`src/common/core_pkg.sv`:
```
`default_nettype none

package core_pkg;

  // datapath and instruction widths
  localparam int XLEN       = 64;
  localparam int INST_LEN   = 32;
  localparam int REG_ADDR_W = 5;

  localparam logic [XLEN-1:0] RESET_PC = '0;

  typedef logic [XLEN-1:0]       xlen_t;
  typedef logic [REG_ADDR_W-1:0] reg_idx_t;

  // ALU_PASS_B feeds the immediate straight through for lui
  typedef enum logic [2:0] {
    ALU_ADD    = 3'd0,
    ALU_SUB    = 3'd1,
    ALU_AND    = 3'd2,
    ALU_OR     = 3'd3,
    ALU_XOR    = 3'd4,
    ALU_PASS_B = 3'd5
  } alu_op_e;

  // major opcodes
  localparam logic [6:0] OPC_OP     = 7'b0110011;
  localparam logic [6:0] OPC_OP_IMM = 7'b0010011;
  localparam logic [6:0] OPC_LUI    = 7'b0110111;
  localparam logic [6:0] OPC_BRANCH = 7'b1100011;

  // funct3 / funct7 codes
  localparam logic [2:0] F3_ADD_SUB = 3'b000;
  localparam logic [2:0] F3_XOR     = 3'b100;
  localparam logic [2:0] F3_OR      = 3'b110;
  localparam logic [2:0] F3_AND     = 3'b111;
  localparam logic [2:0] F3_BEQ     = 3'b000;
  localparam logic [2:0] F3_BNE     = 3'b001;
  localparam logic [6:0] F7_SUB     = 7'b0100000;

  // one instruction word, seen as R-type or I-type fields
  typedef union packed {
    struct packed {
      logic [6:0] funct7;
      reg_idx_t   rs2;
      reg_idx_t   rs1;
      logic [2:0] funct3;
      reg_idx_t   rd;
      logic [6:0] opcode;
    } r_view;
    struct packed {
      logic [11:0] imm12;
      reg_idx_t    rs1;
      logic [2:0]  funct3;
      reg_idx_t    rd;
      logic [6:0]  opcode;
    } i_view;
  } instr_u;

  typedef struct packed {
    logic   valid;
    xlen_t  pc;
    instr_u instr;
  } if_id_t;

  typedef struct packed {
    logic     valid;
    xlen_t    pc;
    instr_u   instr;
    reg_idx_t rs1_idx;
    reg_idx_t rs2_idx;
    reg_idx_t rd_idx;
    xlen_t    rs1_val;
    xlen_t    rs2_val;
    xlen_t    imm;
    alu_op_e  alu_op;
    logic     use_imm;
    logic     wb_en;
    logic     is_branch;
    logic     branch_ne;
  } id_ex_t;

  typedef struct packed {
    logic     valid;
    xlen_t    pc;
    instr_u   instr;
    reg_idx_t rd_idx;
    logic     wb_en;
    xlen_t    result;
  } ex_wb_t;

  typedef struct packed {
    logic  valid;
    xlen_t target;
  } redirect_t;

  // retired instruction record, difftest style
  typedef struct packed {
    logic     valid;
    xlen_t    pc;
    instr_u   instr;
    reg_idx_t rd_idx;
    logic     wb_en;
    xlen_t    data;
  } commit_t;

endpackage

`default_nettype wire
```
`src/design/fetch_unit.sv`:
```
`timescale 1ns/1ns
`default_nettype none

module fetch_unit
  import core_pkg::*;
(
  input  logic      clk_i,
  input  logic      rst_n_i,
  input  redirect_t redirect_i,
  output xlen_t     imem_addr_o,
  input  instr_u    imem_data_i,
  output if_id_t    if_id_o
);

  xlen_t  pc_q;
  xlen_t  pc_next;
  if_id_t if_id_q;

  // taken branch wins over sequential pc
  assign pc_next = redirect_i.valid ? redirect_i.target : pc_q + xlen_t'(4);

  // imem answers in the same cycle
  assign imem_addr_o = pc_q;

  always_ff @(posedge clk_i or negedge rst_n_i) begin
    if (!rst_n_i) begin
      pc_q <= RESET_PC;
    end else begin
      pc_q <= pc_next;
    end
  end

  // IF/ID register
  // slot fetched during a redirect is wrong path
  always_ff @(posedge clk_i or negedge rst_n_i) begin
    if (!rst_n_i) begin
      if_id_q.valid <= 1'b0;
    end else begin
      if_id_q.valid <= ~redirect_i.valid;
      if_id_q.pc    <= pc_q;
      if_id_q.instr <= imem_data_i;
    end
  end

  assign if_id_o = if_id_q;

endmodule

`default_nettype wire

```
`config.mk`:
```
export PLATFORM = sky130hd
export DESIGN_NAME = fetch_unit
export DESIGN_NICKNAME = d
export VERILOG_FILES = /design/src/common/core_pkg.sv /design/src/design/fetch_unit.sv
export SDC_FILE = /design/constraint.sdc
export NUM_CORES = 1
export LEC_CHECK = 0
export ABC_AREA = 1
export BUFFER_PORTS_ARGS = -buffer_cell sky130_fd_sc_hd__buf_2
export CAP_MARGIN = 10
export CORE_AREA = 3 3 120 180
export DETAILED_ROUTE_END_ITERATION = 10
export DIE_AREA = 0 0 123 183
export SYNTH_ARGS = -nofsm -noshare
export SYNTH_HDL_FRONTEND = slang
export SYNTH_SLANG_ARGS = --single-unit
```
`constraint.sdc`:
```
create_clock -name clk_i -period 3.87 [get_ports clk_i]
set_input_delay 0.774 -clock clk_i [delete_from_list [all_inputs] [get_ports clk_i]]
set_output_delay 0.774 -clock clk_i [all_outputs]
set_load 0.1 [all_outputs]
```
Word-level counts from Yosys, hierarchy flattened
Index checks and enable logic that the tools add are counted.
{"block": "word_totals", "elab_cells": 7, "latchBits": 0, "mem_count": 0, "ramBits": 0, "inputBits": 99, "out_inout_bits": 161, "romBits": 0, "ff_bits": 161}
{"block": "classes", "eq_ne": 0, "n_bitwise": 1, "n_addsub": 1, "div": 0, "shifts": 0, "n_mux": 1, "reduce_logical": 0, "multipliers": 0, "magnitude_cmp": 0}
{"op": "64-bit by 3-bit adder with 64-bit output, second input constant", "count": 1}
{"op": "64-bit 2-to-1 mux", "count": 1}
{"op": "1-bit inverter", "count": 1}

Longest topological paths before layout
{"block": "logic_depth", "word_depth": 2, "ltp_mapped": 11, "depth_no_buf": 11}

Least setup slack after synthesis
OpenSTA, ideal clock, no wires.
{"block": "synth_path", "path_kind": "register -> register", "from": "register pc_q[2], in the netlist imem_addr_o[2]", "to": "register pc_q[58], in the netlist imem_addr_o[58]", "setup_slack_ps": 1575, "n_path_buf": 0, "arrival_ps": 2177, "stages_incl_launch_ff": 11, "required_ps": 3752, "cell_sequence": "dfrtp_1 ha_1 inv_1 nor2_2 nand2_4 nor2_8 nand2_2 nor2_1 nand2_1 nand3_1 nand2_1"}
{"block": "synth_between", "elab_chain_cells": 2}
{"element": "from (decl)", "line_no": "fetch_unit.sv:15", "source": "xlen_t pc_q;"}
{"element": "from (signal assigned)", "line_no": "fetch_unit.sv:29", "source": "pc_q <= pc_next;"}
{"element": "64-bit by 3-bit adder with 64-bit output", "line_no": "fetch_unit.sv:20", "source": "assign pc_next = redirect_i.valid ? redirect_i.target : pc_q + xlen_t'(4);"}
{"element": "64-bit 2-to-1 mux", "line_no": "fetch_unit.sv:20"}
{"element": "via pc_next[58]", "line_no": "fetch_unit.sv:16", "source": "xlen_t pc_next;"}
The timed path passes the listed nets, and every way through them passes these cells.
A chain may end at the register's enable or synchronous reset.

Worst setup path in the final report
{"block": "layout_path", "from": "register pc_q[59], in the netlist imem_addr_o[59]", "to": "output imem_addr_o[59]"}
{"element": "to (decl)", "line_no": "fetch_unit.sv:10", "source": "output xlen_t imem_addr_o,"}
No word-level cell between the ends.

==> results.py <==
metrics = {
    "floorplan": {
        "dieArea_sq_mm": 0.0225,
        "io_pins": 260,
        "die_h_um": 183,
        "die_w_um": 123,
        "placementRows": 64,
        "coreArea_sq_mm": 0.0203,
        "initial_core_util_pct": 35.8,
    },
    "global_routing": {
        "grt_max_degree": 89,
        "grt_pass1_vias": 6037,
        "antenna_found_initial": 0,
        "grt_first_pass_wirelength_mm": 33.0,
        "track_usage_pct": 19.7,
        "gr-total-overflow": 0,
    },
    "sta": {
        "relSlewSlack_pct": 44.9,
        "setup_viol": 0,
        "max_slew.worst_pin.slew_ps": 826,
        "skew_ps": 11.5,
        "hold_viol": 0,
        "fin_crit_ps": 2230,
        "drv_slew": 0,
        "fmax_mhz": 448,
        "min_period_over_period_pct": 57.7,
        "tns_ps": 0,
        "rsz0062_at_grt": "no",
    },
    "route": {
        "drc": 0,
        "drt_iter0_markers": 265,
        "vias": 6133,
        "postRouteAntennaNets": 0,
        "via_per_inst": 4.64,
        "dr.pass1.iters": 7,
        "wl_mm": 22.2,
        "wire_per_inst_um": 16.8,
    },
    "clock_tree": {
        "cts_resized": 0,
        "cts.sinks": 161,
        "clk_latency_ps": 430,
        "cts_root_buf": "clkbuf_16",
        "cts_hold_buf": 0,
        "post_cts_buffers": 0,
        "clockBufferDepth": 2,
        "htree_levels": 4,
        "cts_made_buffers": 17,
        "cts_tree": "built",
        "clk_pin_slew_worst_paths_ps": 60,
    },
    "yosys": {
        "synth_cells": 777,
        "synth_top_family_by_area": "simple AND/OR/NAND/NOR gates",
        "async_flop_share_pct": 40.4,
        "yosys-top-cells-count": "nand2_1 (281), nor2_1 (108), edfxtp_1 (96)",
        "synthAdderAreaFrac_pct": 0.173,
        "yosys_warnings": 0,
        "yosysMostFrequentCell": "nand2_1",
        "yosys.area.top_type": "edfxtp_1",
        "syn_area_sq_mm": 0.00725,
        "synth_compound_area_share_pct": 3.90,
        "synth_cell_types": 25,
        "synth_edf_count": 96,
        "synth_ff_type": "edfxtp_1",
        "synthTopCellsByArea": "edfxtp_1 (40%), dfrtp_1 (22%), nand2_1 (15%)",
        "muxShareOfSynthArea_pct": 0,
        "yosys.area_share.simple_pct": 27.2,
        "synth.avg_cell_area_sq_um": 9.33,
        "ys_seq_area_share_pct": 62.2,
        "ys_seq_elements": 161,
        "synth-xor-area-share_pct": 2.90,
        "synth_nets": 877,
        "yosysTopAreaCellShare_pct": 39.7,
    },
    "worst_setup_path": {
        "end_kind": "primary output",
        "slowest_stage": "dfrtp_1",
        "cp_max_fo": 6,
        "cp_num_buf_inv": 1,
        "critical_path_required_ps": 3100,
        "arrival_ps": 1460,
        "crit_path_start_kind": "flip-flop",
        "cpPeakStageDelay_ps": 530,
        "cp_cell_sequence": "buf_2",
        "crit_family": "flip-flops",
        "path_class": "reg2out",
    },
    "pwr": {
        "pwr-share-clk_pct": 31.0,
        "p_int_mw": 3.12,
        "p_seq_share_pct": 40.9,
        "ir_drop_v": 0.000236,
        "p_sw_share_pct": 39.7,
        "leakage_nw": 4.38,
        "power-per-cell-area_mw_per_mm2": 548,
        "switchingPower_mw": 2.06,
        "power_frac_comb_pct": 28.1,
    },
    "placement": {
        "place_area_sq_mm": 0.00888,
        "numPortBuffers": 259,
        "gp_congestion": 0.932,
        "dp_hpwl_mm": 17.3,
    },
    "final_layout": {
        "diodes": 0,
        "final_nets": 1146,
        "design_area_sq_mm": 0.00944,
        "drive_gt1_share_pct": 30.1,
        "area_growth_pct": 30.1,
    },
    "run_status": {
        "status": "complete, no violations",
    },
    "run": {
        "cap_violations": 0,
    },
    "hold_path": {
        "worstHoldPathType": "in2async",
    },
}
-- layer usage --
| metal | vias to the layer above | global-route usage [%] | wire length (um) |
|---|---|---|---|
| met1 | 2821 | 21.6 | 8170 |
| met4 | 0 | 10.0 | 911 |
| li1 | 3051 | - | - |
| met2 | 217 | 35.6 | 11900 |
| met3 | 44 | 3.76 | 1280 |
| met5 | - | 0 | 0 |
-- worst register-to-register path, stage by stage (launching register included) --
cell and delay (ps):
dfrtp_1 480, nand3_1 200, nor2_2 200, nand3_1 220, nor2_1 390, nand4_1 160, nand3_1 120, nand2_1 50
-- logic make-up (layout without fill, tap and decap cells) --
family,count (synthesis),count (layout)
compound gates,50,50
flops,161,161
xor+xnor,24,24
fa+ha+maj,1,1
buf+inv,69,351
simple gates,472,472
-- final cells by class --
cell class	instances	area (sq um)
multi-input combinational	547	2480
tap	264	330
clock buffer	23	478
clock inverter	9	81.3
sequential	161	4510
inverter	55	206
timing repair buffer	264	1350
fill	2001	10800
-- placed cells by master (no fill, tap or decap), drive strengths merged --
cell type,count
ha,1
clkinv,5
nand4,7
clkbuf,23
nand2,293
a21oi,3
clkinvlp,1
inv,57
buf,264
o21bai,13
xnor2,11
nand3,49
o21ai,34
nor2,121
nor3,1
nand3b,1
edfxtp,96
xor2,13
dfrtp,65
bufinv,1
-- path summary, 6_finish.rpt --
check / endpoint / from / cells after the start / slack, ps
setup / recovery: imem_addr_o[59] / imem_addr_o[59] / 1 / 1640
min in group clk_i: if_id_o[32] / imem_addr_o[0] / 0 / 500
setup reg to reg: imem_addr_o[51] / imem_addr_o[4] / 7 / 1940
hold reg to reg: if_id_o[32] / imem_addr_o[0] / 0 / 500
max in group asynchronous: imem_addr_o[39] / rst_n_i / 2 / 2630
hold / removal: imem_addr_o[19] / rst_n_i / 1 / 380
-- through the flow --
stage	cells	hold WS [ps]	utilization, %	setup WS [ps]	total power, mW
floorplan	777	478	-	1580	3.31
global placement	1291	475	43.8	1780	3.61
detailed placement	1291	484	43.8	1780	3.62
CTS	1323	348	46.6	1620	5.24
global route	1323	371	46.6	1610	5.36
finish	1323	375	46.6	1640	5.18
-- power by group through the flow --
stage               Clock (mW)  Sequential (mW)  Combinational [mW]
finish                    1.60             2.12                1.46
global route              1.71             2.14                1.51
CTS                       1.65             2.12                1.47
detailed placement           0             2.15                1.46
global placement             0             2.15                1.46
floorplan                    0             3.15               0.160
-- sequential cells by signal, indices dropped and copies added (netlist names) --
signal       cells
if_id_o         97
imem_addr_o     64
No activity file was read; power rests on OpenSTA's default activity.
