`config.mk`:
```
export PLATFORM = sky130hd
export DESIGN_NAME = writeback_stage
export DESIGN_NICKNAME = d
export VERILOG_FILES = /design/src/common/core_pkg.sv /design/src/design/writeback_stage.sv
export SDC_FILE = /design/constraint.sdc
export NUM_CORES = 1
export LEC_CHECK = 0
export BUFFER_PORTS_ARGS = -buffer_cell sky130_fd_sc_hd__buf_2
export CORE_AREA = 2 2 220 222
export CTS_BUF_LIST = sky130_fd_sc_hd__clkbuf_8 sky130_fd_sc_hd__clkbuf_16
export DETAILED_ROUTE_END_ITERATION = 8
export DIE_AREA = 0 0 222 224
export HOLD_SLACK_MARGIN = 0.05
export PLACE_DENSITY = 0.39
export SETUP_SLACK_MARGIN = 0.3
export SLEW_MARGIN = 20
export SYNTH_ARGS = -nofsm -noshare
export SYNTH_HDL_FRONTEND = slang
export SYNTH_SLANG_ARGS = --single-unit
```
`constraint.sdc`:
```
create_clock -name clk_i -period 0.8 [get_ports clk_i]
set_input_delay 0.16 -clock clk_i [delete_from_list [all_inputs] [get_ports clk_i]]
set_output_delay 0.16 -clock clk_i [all_outputs]
set_load 0.02 [all_outputs]
```
`src/common/core_pkg.sv`:
```
`default_nettype none

package core_pkg;

  // datapath and instruction widths
  localparam int XLEN       = 64;
  localparam int INST_LEN   = 32;
  localparam int REG_ADDR_W = 5;

  localparam logic [XLEN-1:0] RESET_PC = '0;

  typedef logic [XLEN-1:0]       xlen_t;
  typedef logic [REG_ADDR_W-1:0] reg_idx_t;

  // ALU_PASS_B feeds the immediate straight through for lui
  typedef enum logic [2:0] {
    ALU_ADD    = 3'd0,
    ALU_SUB    = 3'd1,
    ALU_AND    = 3'd2,
    ALU_OR     = 3'd3,
    ALU_XOR    = 3'd4,
    ALU_PASS_B = 3'd5
  } alu_op_e;

  // major opcodes
  localparam logic [6:0] OPC_OP     = 7'b0110011;
  localparam logic [6:0] OPC_OP_IMM = 7'b0010011;
  localparam logic [6:0] OPC_LUI    = 7'b0110111;
  localparam logic [6:0] OPC_BRANCH = 7'b1100011;

  // funct3 / funct7 codes
  localparam logic [2:0] F3_ADD_SUB = 3'b000;
  localparam logic [2:0] F3_XOR     = 3'b100;
  localparam logic [2:0] F3_OR      = 3'b110;
  localparam logic [2:0] F3_AND     = 3'b111;
  localparam logic [2:0] F3_BEQ     = 3'b000;
  localparam logic [2:0] F3_BNE     = 3'b001;
  localparam logic [6:0] F7_SUB     = 7'b0100000;

  // one instruction word, seen as R-type or I-type fields
  typedef union packed {
    struct packed {
      logic [6:0] funct7;
      reg_idx_t   rs2;
      reg_idx_t   rs1;
      logic [2:0] funct3;
      reg_idx_t   rd;
      logic [6:0] opcode;
    } r_view;
    struct packed {
      logic [11:0] imm12;
      reg_idx_t    rs1;
      logic [2:0]  funct3;
      reg_idx_t    rd;
      logic [6:0]  opcode;
    } i_view;
  } instr_u;

  typedef struct packed {
    logic   valid;
    xlen_t  pc;
    instr_u instr;
  } if_id_t;

  typedef struct packed {
    logic     valid;
    xlen_t    pc;
    instr_u   instr;
    reg_idx_t rs1_idx;
    reg_idx_t rs2_idx;
    reg_idx_t rd_idx;
    xlen_t    rs1_val;
    xlen_t    rs2_val;
    xlen_t    imm;
    alu_op_e  alu_op;
    logic     use_imm;
    logic     wb_en;
    logic     is_branch;
    logic     branch_ne;
  } id_ex_t;

  typedef struct packed {
    logic     valid;
    xlen_t    pc;
    instr_u   instr;
    reg_idx_t rd_idx;
    logic     wb_en;
    xlen_t    result;
  } ex_wb_t;

  typedef struct packed {
    logic  valid;
    xlen_t target;
  } redirect_t;

  // retired instruction record, difftest style
  typedef struct packed {
    logic     valid;
    xlen_t    pc;
    instr_u   instr;
    reg_idx_t rd_idx;
    logic     wb_en;
    xlen_t    data;
  } commit_t;

endpackage

`default_nettype wire
```
`src/design/writeback_stage.sv`:
```
`timescale 1ns/1ns
`default_nettype none

module writeback_stage
  import core_pkg::*;
(
  input  logic     clk_i,
  input  logic     rst_n_i,
  input  ex_wb_t   ex_wb_i,
  output ex_wb_t   wb_o,
  output logic     rf_wr_en_o,
  output reg_idx_t rf_wr_idx_o,
  output xlen_t    rf_wr_data_o,
  output commit_t  commit_o
);

  ex_wb_t wb_q;

  // EX/WB register
  always_ff @(posedge clk_i or negedge rst_n_i) begin
    if (!rst_n_i) begin
      wb_q.valid <= 1'b0;
    end else begin
      wb_q <= ex_wb_i;
    end
  end

  // also the forwarding source for execute
  assign wb_o = wb_q;

  // regfile write, x0 filtered inside the regfile
  assign rf_wr_en_o   = wb_q.valid & wb_q.wb_en;
  assign rf_wr_idx_o  = wb_q.rd_idx;
  assign rf_wr_data_o = wb_q.result;

  // commit record straight from the register
  assign commit_o.valid  = wb_q.valid;
  assign commit_o.pc     = wb_q.pc;
  assign commit_o.instr  = wb_q.instr;
  assign commit_o.rd_idx = wb_q.rd_idx;
  assign commit_o.wb_en  = wb_q.wb_en;
  assign commit_o.data   = wb_q.result;

endmodule

`default_nettype wire

```
Yosys cells after proc, flatten, opt, wreduce, memory -nomap -nowiden
Index checks and enable logic that the tools add are counted.
- bitwise gates (word level): 1
- operator list (cell ; number):
    1-bit bitwise AND ; 1
- output and inout bits: 404
- flip-flop bits (word level): 167
- input port bits: 169

Logic depth before layout (Yosys ltp)
Gate-level depths: netlist (run 1).
- word-level depth: 1
- depth in mapped cells: 1
- depth with buffers taken out: 1

Least setup slack after synthesis (run 1)
Ideal clock, no wire load.
- path type: register -> output
- start: register wb_q, in the netlist commit_o[64]
- end: output port rf_wr_en_o
- arrival time: 0.726 ns
- cell stages (with the launch flop): 2
- path slack: -0.086 ns
- path buffers: 0
- path through: edfxtp_1 > and2_1
- cells in the longest elaborated chain, start to end: 1
- ends and longest elaborated chain (what ; line ; text):
    start: declaration ; writeback_stage.sv:17 ; ex_wb_t wb_q;
    start signal: assignment ; writeback_stage.sv:24 ; wb_q <= ex_wb_i;
    1-bit bitwise AND ; writeback_stage.sv:32 ; assign rf_wr_en_o = wb_q.valid & wb_q.wb_en;
    end: declaration ; writeback_stage.sv:11 ; output logic rf_wr_en_o,
Every way passes these cells.

Worst setup path after layout (run 1)
Same ends and word-level chain as after synthesis.

==> results of run 1 <==
==> metal layers <==
metal	share of wire [%]	vias up	global-route usage, %
li1	-	1954	-
met4	2.0	6	3.60
met1	34	2049	8.50
met5	0.19	-	0
met3	11	29	4.58
met2	53	306	14.1
==> cells in the final DEF (no fill, tap or decap), drive strengths merged <==
| master | netlist | layout |
|---|---|---|
| diode | 0 | 1 |
| and2 | 1 | 1 |
| bufinv | 0 | 2 |
| dfrtp | 1 | 1 |
| inv | 0 | 5 |
| dlygate4sd3 | 0 | 2 |
| clkbuf | 0 | 17 |
| buf | 236 | 611 |
| edfxtp | 166 | 166 |
| clkinvlp | 0 | 2 |
| clkinv | 0 | 4 |
==> report_power, final <==
| part | switching [mW] | internal, mW |
|---|---|---|
| registers | 0.857 | 10.4 |
| clock network | 3.36 | 4.47 |
| logic | 3.01 | 3.27 |
==> worst max-delay path by stage <==
stage                      start             to  slack (ns)  depth (start not counted)
global placement         rst_n_i   commit_o[77]       -0.14                          3
detailed placement       rst_n_i  commit_o[158]       -0.14                          3
CTS                 commit_o[64]     rf_wr_en_o       -0.61                          2
global route        commit_o[64]     rf_wr_en_o       -0.61                          2
finish              commit_o[64]     rf_wr_en_o       -0.54                          2
floorplan           commit_o[64]     rf_wr_en_o       -0.05                          1
==> cell type report <==
cell class,count,area (µm²)
Fill cell,4814,35200
Clock inverter,13,121
Tap cell,615,769
Antenna cell,1,2.50
Clock buffer,17,425
Timing Repair Buffer,613,5760
Multi-Input combinational cell,1,8.76
Sequential cell,167,5010
==> sequential cells by signal, summed over array words and instances (netlist names) <==
name          cells
commit_o         98
rf_wr_data_o     64
rf_wr_idx_o       5
==> repair_timing <==
| item | 4_1_cts | 5_1_grt |
|---|---|---|
| resized for setup | 725 | 76 |
| hold endpoints to repair | 168 | 166 |
| setup buffers | 0 | 0 |
| endpoints found under the setup margin | 404 | 405 |
| gates cloned | 0 | 0 |
| pin swaps | 1 | 1 |
==> metrics by stage <==
step                cells  util [%]  setup TNS [ns]
finish               1427      25.6         -179.83
CTS                  1426      25.1         -201.43
global route         1426      25.6         -207.96
global placement     1394      19.1          -15.52
detailed placement   1394      19.1          -16.21
floorplan             404         -           -7.82
==> worst max-delay path, cell delays in order, from the launching register on <==
cell	delay (ns)
edfxtp_1	0.42
and2_4	0.17
buf_6	0.12
==> cells by family (layout without fill, tap and decap cells) <==
| group | Yosys count | count (layout) | share of synthesized area (%) |
|---|---|---|---|
| AND/OR/NAND/NOR | 1 | 1 | 0.0922 |
| flip-flops | 167 | 167 | 73.8 |
| buffers and inverters | 236 | 643 | 26.1 |
| other | 0 | 1 | 0 |
==> results.txt, run 1 <==
CTS tree: yes
Yosys top cell area share: 73.4%
Initial core utilization: 14.3%
Die area: 0.0497 mm²
Core area: 0.0473 mm²
Remaining DRCs: 0
Vias in the first global route: 4,581
Max Fclk: 748 MHz
DR iter-0 viols: 166
Slew HR: 84.0%
Max clock buf depth: 2
Number of synthesized flops with an enable pin: 166
Io pins: 573
Die H: 224 µm
Clock Sinks: 167
Final Max Slew Viols: 0
Drt wl/cell: 14.9 µm
Crit path max fanout: 2
Vias: 4,344
VDD IR-drop max: 856 µV
Hold_ws: -0.136 ns
Post-Syn Area: 0.00679 mm²
Worst hold path endpoint: rf_wr_data_o[49]
Final setup viols: 404
Crit path kind: reg -> out
Power per cell area: 2100 mW/mm²
Routed vias/inst: 3.04
# H-tree levels: 4
Syn avg cell area: 16.8 µm²
Final WL: 21.3 mm
Primary FF master, synth: edfxtp_1
ANT nets after route: 0
Status: finished with violations
Final Hold Vio Count: 166
# Max-Cap Violations: 0
Total track usage: 8.34%
Startpoint types: flop
Warnings, synthesis: 0
Synth Instances: 404
Post-synthesis cell type count: 4
Hold path depth: 1
Period Utilization, post-route: 167%
Top cells by area, synth: edfxtp_1, buf_4, dfrtp_1
GPL Wtd Cong: 0.701
CTS Root Cell: clkbuf_16
Router iterations before antenna repair: 4
Total power: 25.4 mW
Final WS setup: -0.536 ns
Worst EP arrival: 1.18 ns
Setup WS pre-CTS: -0.145 ns
Cell taking the most area after synthesis: edfxtp_1
Worst hold start: ex_wb_i[49]
Clk slew on worst S/H paths: 0.06 ns
Most frequent cell after synthesis: buf_4
Clock buffer count from CTS: 17
Dpl hpwl: 16.3 mm
Post-route cell area: 0.0121 mm²
Layout net count: 969
GR Overflow Total: 0
Path category of the worst min-delay check: in -> reg
Synth top cells by count: buf_4, edfxtp_1, and2_1, dfrtp_1
Register area share after synthesis: 73.8%
Area grow syn2layout: 78.3%
Largest net degree at the start of global routing: 23
Element type at the critical path end: primary output
Failing checks: hold timing, setup timing
Share of cells above drive strength 1: 78.7%
Hold buffer count at cts: 2
Period minus WS final: 1.34 ns
Post-DP Area: 0.00903 mm²
Die W: 222 µm
Synthesized Nets: 573
# port buffers: 572
Leakage power figure: 5.24 nW
Antenna violations before repair: 4
Flops & latches, synth: 167
Req. time, crit path: 0.64 ns
Fraction of registers with async set or reset after synthesis: 0.599%
RSZ-0062 raised after global routing: true
Global-route wire length before repair: 29.5 mm
Rows: 80
Worst-margin pin slew: 0.241 ns
Note: power is estimated with default switching activity, not from simulation.
==> run 2: changes to the inputs <==
- BUFFER_PORTS_ARGS: -buffer_cell sky130_fd_sc_hd__buf_2 -> -buffer_cell sky130_fd_sc_hd__buf_4
- CORE_AREA: 2 2 220 222 -> 2 2 225 227
- DIE_AREA: 0 0 222 224 -> 0 0 227 229
- PLACE_DENSITY: 0.39 -> 0.37
- clock period: 0.8 -> 1.6 ns (I/O delays scaled with it)
==> run 2 against run 1 <==
- the flow now finishes without violations
- critical path depth is the same
- design area is 17% higher
- setup slack improved by 0.63 ns
- global-route usage is 0.83 points higher
- flip-flop and latch count stayed put
- clock-buffer cell count is the same
- largest cell class unchanged
- largest power group unchanged
- highest routed layer is now met4
==> results.txt, run 2 (synthesis results as in run 1) <==
Total power: 13.8 mW (-46%)
Power per cell area: 974 mW/mm² (-54%)
ANT nets after route: 0 (unchanged)
Dpl hpwl: 17.9 mm (+9.5%)
CTS Root Cell: clkbuf_16
Post-route cell area: 0.0142 mm² (+17%)
Layout net count: 1,113 (+15%)
Die area: 0.0520 mm² (+4.5%)
Io pins: 573 (unchanged)
Crit path max fanout: 2 (unchanged)
GR Overflow Total: 0 (unchanged)
Period Utilization, post-route: 94.1%
Startpoint types: flop
Commonest cells after routing, fill and taps aside: buf_6, buf_4, dlygate4sd3_1
Vias in the first global route: 5,337 (+17%)
Final WL: 24.3 mm (+14%)
Max stage delay on crit path: 0.41 ns (about the same)
# H-tree levels: 4 (unchanged)
Area grow syn2layout: 109%
VDD IR-drop max: 560 µV (-35%)
Critical path origin: commit_o[64]
Final setup viols: 0 (-100%)
Drt wl/cell: 14.9 µm (-0.10%)
CP Cell Sequence: and2_4 > buf_6
Slowest stage cell, crit path: edfxtp_1
Final Max Slew Viols: 0 (unchanged)
Period minus WS final: 1.51 ns
Vias: 4,920 (+13%)
TNS Setup: 0 ns (+179.83 ns)
Max clock buf depth: 2 (unchanged)
# Max-Cap Violations: 0 (unchanged)
Worst Path Buf+Inv: 1 (unchanged)
Antenna violations before repair: 2 (-2)
DR iter-0 viols: 169 (+1.8%)
Clock Sinks: 167 (unchanged)
CTS tree: yes
Rows: 82 (+2.5%)
Slew HR: 81.1% (-2.8 points)
Worst EP arrival: 1.19 ns (about the same)
Path category of the worst min-delay check: in -> reg
RSZ-0062 raised after global routing: true
Max FFs per register: 98 (unchanged)
Router iterations before antenna repair: 4 (unchanged)
Commonest non-fill, non-tap cell in the layout: buf_6
Largest net degree at the start of global routing: 36 (+57%)
Critical path's top delay family: flip-flops
Worst-margin pin slew: 0.283 ns (+0.0425 ns)
Global-route wire length before repair: 33.9 mm (+15%)
Clk slew on worst S/H paths: 0.07 ns (about the same)
Register area: 0.00501 mm² (about the same)
Hold_ws: 0.535 ns (+0.671 ns)
Initial core utilization: 13.7% (-0.67 points)
Final Core Density: 28.6% (+3.0 points)
Worst hold start: ex_wb_i[166]
Element type at the critical path end: primary output
Total track usage: 9.17% (+0.83 points)
Post-DP Area: 0.0103 mm² (+14%)
Clock buffer count from CTS: 17 (unchanged)
Max Fclk: 664 MHz
GPL Wtd Cong: 0.708 (+1.0%)
# port buffers: 572 (unchanged)
Leakage power figure: 6.02 nW (+15%)
Crit path kind: reg -> out
Die H: 229 µm (+2.2%)
Remaining DRCs: 0 (unchanged)
Status: complete, no violations
Routed vias/inst: 3.02 (-0.85%)
Core area: 0.0497 mm² (+4.9%)
Final Hold Vio Count: 0 (-100%)
Fill cell count: 5,046 (+4.8%)
Share of cells above drive strength 1: 64.3% (-14 points)
Multi-input logic area: 8.76 µm² (unchanged)
Req. time, crit path: 1.28 ns (+0.64 ns)
Die W: 227 µm (+2.3%)
-- run 2: cell count changes in the layout (fill, tap and decap cells not counted), moves of 3 or more --
cell           change
clkinv_1           +3
dlygate4sd3_1    +166
bufinv_16          +4
buf_4            +149
buf_2            -172
-- run 2: path summary, 6_finish.rpt --
path | endpoint | slack (ns) | cells after the start
max in group asynchronous | commit_o[166] | 0.90 | 4
min in group asynchronous | commit_o[166] | 0.57 | 4
worst min-delay path | commit_o[166] | 0.53 | 2
worst max-delay path | rf_wr_en_o | 0.09 | 2
-- run 2: repair_timing --
item | CTS | global route
buffers inserted | 2 | 1
endpoints found under the hold margin | 168 | 0
pin swaps | 0 | 1
gates resized for setup | 400 | 5
hold buffers | 168 | 0
endpoints found under the setup margin | 404 | 404
-- run 2: layer usage --
metal	GRT usage [%]	vias to the layer above	wire, µm
met3	3.89	23	2150
met1	8.92	2365	8450
met2	16.5	290	13300
met5	0	-	0
li1	-	2242	-
met4	4.55	0	487
-- run 2: final cells by class --
type	instances	area share, %
sequential	167	35.3
clock inverter	14	1.52
antenna	2	0.0353
multi-input combinational	1	0.0617
tap	672	5.92
timing repair buffer	757	54.2
clock buffer	17	3.00
-- run 2: where the power goes --
part	total, mW	switching, mW	internal, mW
combinational	3.56	1.58	1.98
clock	4.57	1.70	2.87
sequential	5.68	0.454	5.22
-- run 2: stage by stage --
step	instances	worst slack, ns
floorplan	404	0.554
global placement	1426	0.440
detailed placement	1426	0.430
CTS	1627	0.0148
global route	1629	0.0118
finish	1630	0.0943
