==> src/common/core_pkg.sv <==
`default_nettype none

package core_pkg;

  // datapath and instruction widths
  localparam int XLEN       = 64;
  localparam int INST_LEN   = 32;
  localparam int REG_ADDR_W = 5;

  localparam logic [XLEN-1:0] RESET_PC = '0;

  typedef logic [XLEN-1:0]       xlen_t;
  typedef logic [REG_ADDR_W-1:0] reg_idx_t;

  // ALU_PASS_B feeds the immediate straight through for lui
  typedef enum logic [2:0] {
    ALU_ADD    = 3'd0,
    ALU_SUB    = 3'd1,
    ALU_AND    = 3'd2,
    ALU_OR     = 3'd3,
    ALU_XOR    = 3'd4,
    ALU_PASS_B = 3'd5
  } alu_op_e;

  // major opcodes
  localparam logic [6:0] OPC_OP     = 7'b0110011;
  localparam logic [6:0] OPC_OP_IMM = 7'b0010011;
  localparam logic [6:0] OPC_LUI    = 7'b0110111;
  localparam logic [6:0] OPC_BRANCH = 7'b1100011;

  // funct3 / funct7 codes
  localparam logic [2:0] F3_ADD_SUB = 3'b000;
  localparam logic [2:0] F3_XOR     = 3'b100;
  localparam logic [2:0] F3_OR      = 3'b110;
  localparam logic [2:0] F3_AND     = 3'b111;
  localparam logic [2:0] F3_BEQ     = 3'b000;
  localparam logic [2:0] F3_BNE     = 3'b001;
  localparam logic [6:0] F7_SUB     = 7'b0100000;

  // one instruction word, seen as R-type or I-type fields
  typedef union packed {
    struct packed {
      logic [6:0] funct7;
      reg_idx_t   rs2;
      reg_idx_t   rs1;
      logic [2:0] funct3;
      reg_idx_t   rd;
      logic [6:0] opcode;
    } r_view;
    struct packed {
      logic [11:0] imm12;
      reg_idx_t    rs1;
      logic [2:0]  funct3;
      reg_idx_t    rd;
      logic [6:0]  opcode;
    } i_view;
  } instr_u;

  typedef struct packed {
    logic   valid;
    xlen_t  pc;
    instr_u instr;
  } if_id_t;

  typedef struct packed {
    logic     valid;
    xlen_t    pc;
    instr_u   instr;
    reg_idx_t rs1_idx;
    reg_idx_t rs2_idx;
    reg_idx_t rd_idx;
    xlen_t    rs1_val;
    xlen_t    rs2_val;
    xlen_t    imm;
    alu_op_e  alu_op;
    logic     use_imm;
    logic     wb_en;
    logic     is_branch;
    logic     branch_ne;
  } id_ex_t;

  typedef struct packed {
    logic     valid;
    xlen_t    pc;
    instr_u   instr;
    reg_idx_t rd_idx;
    logic     wb_en;
    xlen_t    result;
  } ex_wb_t;

  typedef struct packed {
    logic  valid;
    xlen_t target;
  } redirect_t;

  // retired instruction record, difftest style
  typedef struct packed {
    logic     valid;
    xlen_t    pc;
    instr_u   instr;
    reg_idx_t rd_idx;
    logic     wb_en;
    xlen_t    data;
  } commit_t;

endpackage

`default_nettype wire
==> src/design/exec_stage.sv <==
`timescale 1ns/1ns
`default_nettype none

module exec_stage
  import core_pkg::*;
(
  input  id_ex_t    id_ex_i,
  input  ex_wb_t    wb_fwd_i,
  output ex_wb_t    ex_wb_o,
  output redirect_t redirect_o
);

  logic  fwd_ok;
  xlen_t op_a;
  xlen_t rs2_fwd;
  xlen_t op_b;
  xlen_t alu_res;
  logic  br_eq;
  logic  br_taken;

  // writeback holds the only result not yet in the regfile
  assign fwd_ok = wb_fwd_i.valid & wb_fwd_i.wb_en & (wb_fwd_i.rd_idx != '0);

  assign op_a = (fwd_ok && wb_fwd_i.rd_idx == id_ex_i.rs1_idx) ?
                wb_fwd_i.result : id_ex_i.rs1_val;
  assign rs2_fwd = (fwd_ok && wb_fwd_i.rd_idx == id_ex_i.rs2_idx) ?
                   wb_fwd_i.result : id_ex_i.rs2_val;

  // imm forms and lui take the immediate
  assign op_b = id_ex_i.use_imm ? id_ex_i.imm : rs2_fwd;

  always_comb begin
    case (id_ex_i.alu_op)
      ALU_ADD:    alu_res = op_a + op_b;
      ALU_SUB:    alu_res = op_a - op_b;
      ALU_AND:    alu_res = op_a & op_b;
      ALU_OR:     alu_res = op_a | op_b;
      ALU_XOR:    alu_res = op_a ^ op_b;
      ALU_PASS_B: alu_res = op_b;
      default:    alu_res = op_a + op_b;
    endcase
  end

  // beq / bne compare forwarded register values
  assign br_eq    = (op_a == rs2_fwd);
  assign br_taken = id_ex_i.valid & id_ex_i.is_branch & (br_eq ^ id_ex_i.branch_ne);

  // combinational redirect, same cycle as the branch
  assign redirect_o.valid  = br_taken;
  assign redirect_o.target = id_ex_i.pc + id_ex_i.imm;

  // branch itself still retires, with wb_en low
  assign ex_wb_o.valid  = id_ex_i.valid;
  assign ex_wb_o.pc     = id_ex_i.pc;
  assign ex_wb_o.instr  = id_ex_i.instr;
  assign ex_wb_o.rd_idx = id_ex_i.rd_idx;
  assign ex_wb_o.wb_en  = id_ex_i.wb_en;
  assign ex_wb_o.result = alu_res;

endmodule

`default_nettype wire

==> config.mk <==
export PLATFORM = sky130hd
export DESIGN_NAME = exec_stage
export DESIGN_NICKNAME = d
export VERILOG_FILES = /design/src/common/core_pkg.sv /design/src/design/exec_stage.sv
export SDC_FILE = /design/constraint.sdc
export NUM_CORES = 1
export LEC_CHECK = 0
export CORE_AREA = 3 3 279 281
export DETAILED_ROUTE_END_ITERATION = 7
export DIE_AREA = 0 0 282 284
export DONT_BUFFER_PORTS = 1
export PLACE_DENSITY = 0.36
export SETUP_SLACK_MARGIN = 0.1
export SLEW_MARGIN = 25
export SYNTH_ARGS = -nofsm -noshare
export SYNTH_HDL_FRONTEND = slang
export SYNTH_SLANG_ARGS = --single-unit
==> constraint.sdc <==
create_clock -name vclk -period 7.1
set_input_delay 0 -clock vclk [all_inputs]
set_output_delay 0 -clock vclk [all_outputs]
set_load 0.05 [all_outputs]
# Word-level counts from Yosys, hierarchy flattened
# Index checks and enable logic that the tools add are counted.
op_classes:
  addsub: 3
  n_eq_ne: 8
  n_mux: 4
  bitwise: 8
  reduce_logical: 3
ops:
  columns: ["op", "count"]
  rows:
  - ["$pmux W64 S5", 1]
  - ["$mux W64", 3]
  - ["$add A64 B64 Y64", 2]
  - ["$and A64 B64 Y64", 1]
  - ["$eq A64 B64 Y1", 1]
  - ["$or A64 B64 Y64", 1]
  - ["$sub A64 B64 Y64", 1]
  - ["$xor A64 B64 Y64", 1]
  - ["$eq A5 B5 Y1", 2]
  - ["$eq A3 B2 Y1 const B", 2]
  - ["$eq A3 B3 Y1 const B", 2]
  - ["$reduce_bool A5 Y1", 1]
  - ["$and A1 B1 Y1", 4]
  - ["$eq A3 B1 Y1 const B", 1]
  - ["$logic_and A1 B1 Y1", 2]
  - ["$xor A1 B1 Y1", 1]
totals:
  reg_bits: 0
  inputBits: 478
  output_inout_bits: 232
  word_cells: 26

# Depth between registers and ports, before layout
# Gate-level depths: netlist of the first run.
depth:
  ltp_word: 7
  depth_mapped: 31
  depth_no_buf: 26

# Worst setup path before layout of the first run
# No wires, ideal clock.
synth_timing:
  kind: "input -> output"
  startpoint: "input port id_ex_i[3] (netlist name)"
  endpoint: "output port ex_wb_o[55] (netlist name)"
  arrival_time_ns: 6.577
  required_time_ns: 7.100
  path_slack_ns: 0.523
  cell_stages: 27
  n_path_buf: 5
  path_cell_list: "inv_1 > clkbuf_1 > buf_1 > clkbuf_1 > clkbuf_1 > mux2_2 > inv_1 > ha_1 > nand2_1 > nor3_1 > nand2_1 > nor2_1 > a21oi_1 > xnor2_1 > ha_1 > clkbuf_1 > and4_1 > nand2_1 > or4_1 > or3_1 > o311a_1 > a21boi_1 > a31o_2 > a31oi_1 > o21bai_1 > xnor2_1 > o21ai_0"
synth_lines:
  columns: ["item", "line_no", "text"]
  rows:
  - ["start: declaration", "exec_stage.sv:7", "input id_ex_t id_ex_i,"]
  - ["end: declaration", "exec_stage.sv:9", "output ex_wb_t ex_wb_o,"]

==> run metrics, run 1 <==
P_int=0.836 mW; Final Hold Viols=0; die outline area=80,100 um2; Synth Cell Area=17,500 um2; Ys Warns=0; peak supply drop=0.0811 mV; global route overflow=0; placed cell count=3,456; ratio of final minimum period to clock period=93.7%; effective utilization at floorplan=23.1%; DR DRC count=0; first-pass GRT wire length=141,000 um; sw frac=68.3%; post_cts resized=0; Layout Utilization=24.8%; fin crit period=6.65 ns; post-route ant nets=0; outcome=completed; Tot GR Track Use=24.3%; clock power share=0%; Die Span Y=284 um; sequential cells=0; total power=2.64 mW; number of DRC markers in iteration 0=1,670; Critical Path End Type=output pin; Setup Buffers After CTS=0; Post-layout nets=3,215; Storage cell area=0 um2; Ports=710; setup_tns=0 ns; power density cells=141 nW/um2; total number of vias=19,130; share of layout cells above drive strength 1=10.6%; RSZ-0062 raised after global routing=false; Net Count, Synth=3,308; initial antenna violation count=27; total core area=75,700 um2; DP Wirelength=89,600 um; drt wl/cell=29.6 um; Synth area leader=ha_1; Yosys top cell area share=18.3%; endpoints failing setup=0; Max Clk Rate=150 MHz; Vias/cell=5.49; CTS Hold Buffers Added=0; sequential share of power=0%; area delta synth->final=7.52%; CP max FO=12; vias in the first global route=18,316; Total Routed Length=103,000 um; Synth cell types=82; Pins Over Slew Limit=0; Lkg Pwr=8.16 nW; slew margin rel.=25.7%; placed inst area=18,600 um2; DIE WIDTH=282 um; min-delay worst type=in2out; Psw=1.81 mW; synthesized area per cell=6.79 um2; sequential-to-total area share from yosys stat=0%; Max-Cap Viols=0; std cell rows=101; CP arrival=6.65 ns; clock buf count=0; Synth area leaders=ha_1 (18%), xnor2_1 (9.4%), mux2i_1 (7.7%); largest net degree at the start of global routing=180; Crit path required time=7.10 ns; post-route cell area=18,800 um2; Tightest Pin Transition=1.11 ns; Startpoint Class=primary input; PortBufs=0; GPL Wtd Cong=0.943; Pre-antenna DRT Iters=5; synthesized instance count=2,573; non-filler cells, final=3,482; critical path class=in2out; Comb pwr share=100.0%
==> per-layer routing <==
layer  global-route usage, %  vias to the layer above  wire [um]
met5                       0                        -        146
met4                    3.35                       20       1640
met3                    7.26                       94       9780
met2                    38.2                      819      44700
met1                    33.3                     9248      46600
li1                        -                     8949          -
==> cell type report <==
| type | count | area, um2 |
|---|---|---|
| timing repair buffer | 134 | 1090 |
| multi-input combinational | 2151 | 15700 |
| antenna | 26 | 65.1 |
| tap | 978 | 1220 |
| inverter | 193 | 724 |
| fill | 8488 | 56900 |
==> metrics by stage <==
stage	worst slack (ns)	hold WS, ns
after floorplan	0.523	0.167
after detailed placement	0.400	0.000341
after CTS	0.387	0.000341
final	0.446	0.0000176
after global routing	0.197	0.0000482
after global placement	0.516	0.000341
==> path summary, 6_finish.rpt <==
check / start / endpoint / depth (start not counted)
worst min-delay path: id_ex_i[228] / ex_wb_o[84] / 0
worst max-delay path: wb_fwd_i[68] / ex_wb_o[61] / 25
==> critical path, stage by stage <==
cell and delay, ns:
or4_4 0.55, o211a_1 0.29, nand2_4 0.22, mux2_2 0.43, o32ai_1 0.45, nand2_1 0.30
nor3_1 0.25, nand2_1 0.10, nor2_1 0.38, a21oi_1 0.17, xnor2_1 0.15, ha_1 0.30
and4_1 0.27, nand2_1 0.09, or4_1 0.52, or3_1 0.33, o311a_1 0.16, a21boi_1 0.28
a31o_2 0.27, a31oi_1 0.11, buf_4 0.18, o21bai_1 0.17, xnor2_1 0.09, o221ai_1 0.28
buf_4 0.27
==> Yosys cell counts, types with 7 or more instances <==
cell type and number:
nand2b_1 26, nor4_1 24, a2111oi_0 10, a211oi_1 40
or3_1 7, clkbuf_1 93, xnor2_1 188, o21bai_1 25
nor4_4 7, o21ai_1 24, buf_6 7, nand3_1 71
nor2_1 170, a222oi_1 7, or2_2 7, o221ai_1 20
a21o_1 85, buf_4 104, and3_1 20, nand2_1 267
inv_1 182, buf_1 12, o21a_1 18, and2_1 10
inv_2 11, mux2_2 29, o22ai_1 17, buf_2 13
a221oi_1 8, mux2i_1 135, o31ai_1 13, nor3_1 33
a31oi_1 37, o21ai_0 138, a21oi_1 225, o21bai_2 11
xor2_1 52, o211ai_1 34, nor2b_1 24, nand4_1 31
ha_1 255
==> cells by family after synthesis <==
kind of cell,after synthesis,share of synthesized area (%)
AOI/OAI and AO/OA,769,28.3
xor gates and xnor gates,240,12.0
adders and majority gates,257,18.5
buffers and inverters,422,11.7
muxes,164,9.61
and+or+nand+nor,721,19.8
==> cell usage in the layout, fill, tap and decap left out, drive strengths merged, types with 85 or more instances in the layout <==
| master | count |
|---|---|
| nand2 | 268 |
| inv | 193 |
| xnor2 | 188 |
| nor2 | 171 |
| a21o | 85 |
| a21oi | 228 |
| ha | 255 |
| buf | 134 |
| mux2i | 135 |
| o21ai | 166 |
==> power by group through the flow <==
| stage | Clock, mW | Combinational, mW | Sequential (mW) |
|---|---|---|---|
| floorplan | 0 | 2.05 | 0 |
| global placement | 0 | 2.58 | 0 |
| detailed placement | 0 | 2.60 | 0 |
| CTS | 0 | 2.62 | 0 |
| global route | 0.0000000948 | 2.81 | 0 |
| finish | 0.000000495 | 2.64 | 0 |
(Power assumes the default switching activity.)
==> run 2: changes to the inputs <==
- CORE_AREA: 3 3 279 281 -> 2 2 278 280
- DIE_AREA: 0 0 282 284 -> 0 0 280 282
==> run 2 against run 1 <==
Die area decreased by 1.4%. Setup slack got worse by 0.013 ns. Fmax decreased by 0.20%. Global-route usage increased by 0.097 points. Highest routed layer unchanged. Largest cell class unchanged. Non-clock buffer count increased by 20. Critical path depth increased by 2.
==> run metrics, run 2 (same netlist as run 1, synthesis figures left out) <==
outcome=completed; clock buf count=0; CP arrival=6.67 ns; first-pass GRT wire length=139,000 um; placed inst area=18,800 um2; post-route ant nets=0; DR DRC count=0; ratio of final minimum period to clock period=93.9%; Max Clk Rate=150 MHz; Lkg Pwr=8.24 nW; Die Span Y=282 um; placed cell count=3,476; CP max stage delay=0.55 ns; hold_ws=0.0000140 ns; Tot GR Track Use=24.4%; initial antenna violation count=32; total number of vias=19,145; Pins Over Slew Limit=0; DP Wirelength=88,800 um; number of DRC markers in iteration 0=1,646; Final Hold Viols=0; post-route cell area=18,900 um2; non-filler cells, final=3,493; cell mode on critical path=nand2_1; effective utilization at floorplan=23.1%; setup_tns=0 ns; std cell rows=101; Max-Cap Viols=0; area delta synth->final=8.19%; Crit path required time=7.10 ns; share of layout cells above drive strength 1=11.4%; PortBufs=0; Tightest Pin Transition=1.19 ns; largest net degree at the start of global routing=180; DIE WIDTH=280 um; endpoints failing setup=0; Layout Utilization=25.0%; RSZ-0062 raised after global routing=false; fin crit period=6.67 ns; FILL cells=8,463; Critical Path Slowest Stage Cell=or4_4; critical path class=in2out; power density cells=141 nW/um2; sequential cells=0; GPL Wtd Cong=0.959; Total Routed Length=102,000 um; total core area=75,700 um2; commonest cells after routing, fill and taps aside=nand2_1 (267), ha_1 (255), a21oi_1 (224), inv_1 (181), xnor2_1 (173); global route overflow=0; most common cell after layout, fill and taps aside=nand2_1; Setup Buffers After CTS=0; Post-layout nets=3,235; area occupied by multi-input gates=15,700 um2; Pre-antenna DRT Iters=5; Storage cell area=0 um2; Critical Path End Type=output pin; CP max FO=6; Vias/cell=5.48; vias in the first global route=18,151; peak supply drop=0.0915 mV; Ports=710; slew margin rel.=18.8%; die outline area=79,000 um2; min-delay worst type=in2out; drt wl/cell=29.1 um; Startpoint Class=primary input
==> run 2: timing repair <==
item	in CTS	in global routing
gates resized for setup	0	3
hold buffers	0	0
setup endpoints to repair	0	14
==> run 2: report_power, final <==
group | switching, mW | total, mW | internal, mW
combinational | 1.81 | 2.66 | 0.849
clock | 0 | 0.000000324 | 0.000000324
sequential | 0 | 0 | 0
==> run 2: through the flow <==
stage          power [mW]  setup WS, ns
6_report             2.66         0.433
5_1_grt              2.83         0.105
4_1_cts              2.63         0.375
3_5_place_dp         2.62         0.396
3_3_place_gp         2.60         0.488
2_1_floorplan        2.05         0.523
==> run 2: worst paths after layout <==
path | start | to | slack, ns | depth (start not counted)
max | wb_fwd_i[68] | ex_wb_o[59] | 0.43 | 27
min | id_ex_i[223] | ex_wb_o[79] | 0.00001 | 0
==> run 2: routing by layer <==
layer  GRT usage [%]  part of all wire, %  up-vias
li1                -                    -     8956
met1            33.5                   45     9201
met2            36.8                   42      821
met3            8.00                   10      125
met4            5.57                  2.7       42
met5               0                 0.30        -
==> run 2: cell type report <==
class	instances	share of cell area (%)
Multi-Input combinational cell	2151	82.9
Antenna cell	17	0.225
Inverter	193	3.83
Tap cell	978	6.48
Timing Repair Buffer	154	6.55
==> run 2: critical path: cells and delay by family <==
| family | cells | cell delay [ns] |
|---|---|---|
| simple gates | 12 | 2.90 |
| compound gates | 9 | 2.31 |
| fa+ha+maj | 2 | 0.72 |
| buf+inv | 2 | 0.46 |
| xor+xnor | 2 | 0.25 |
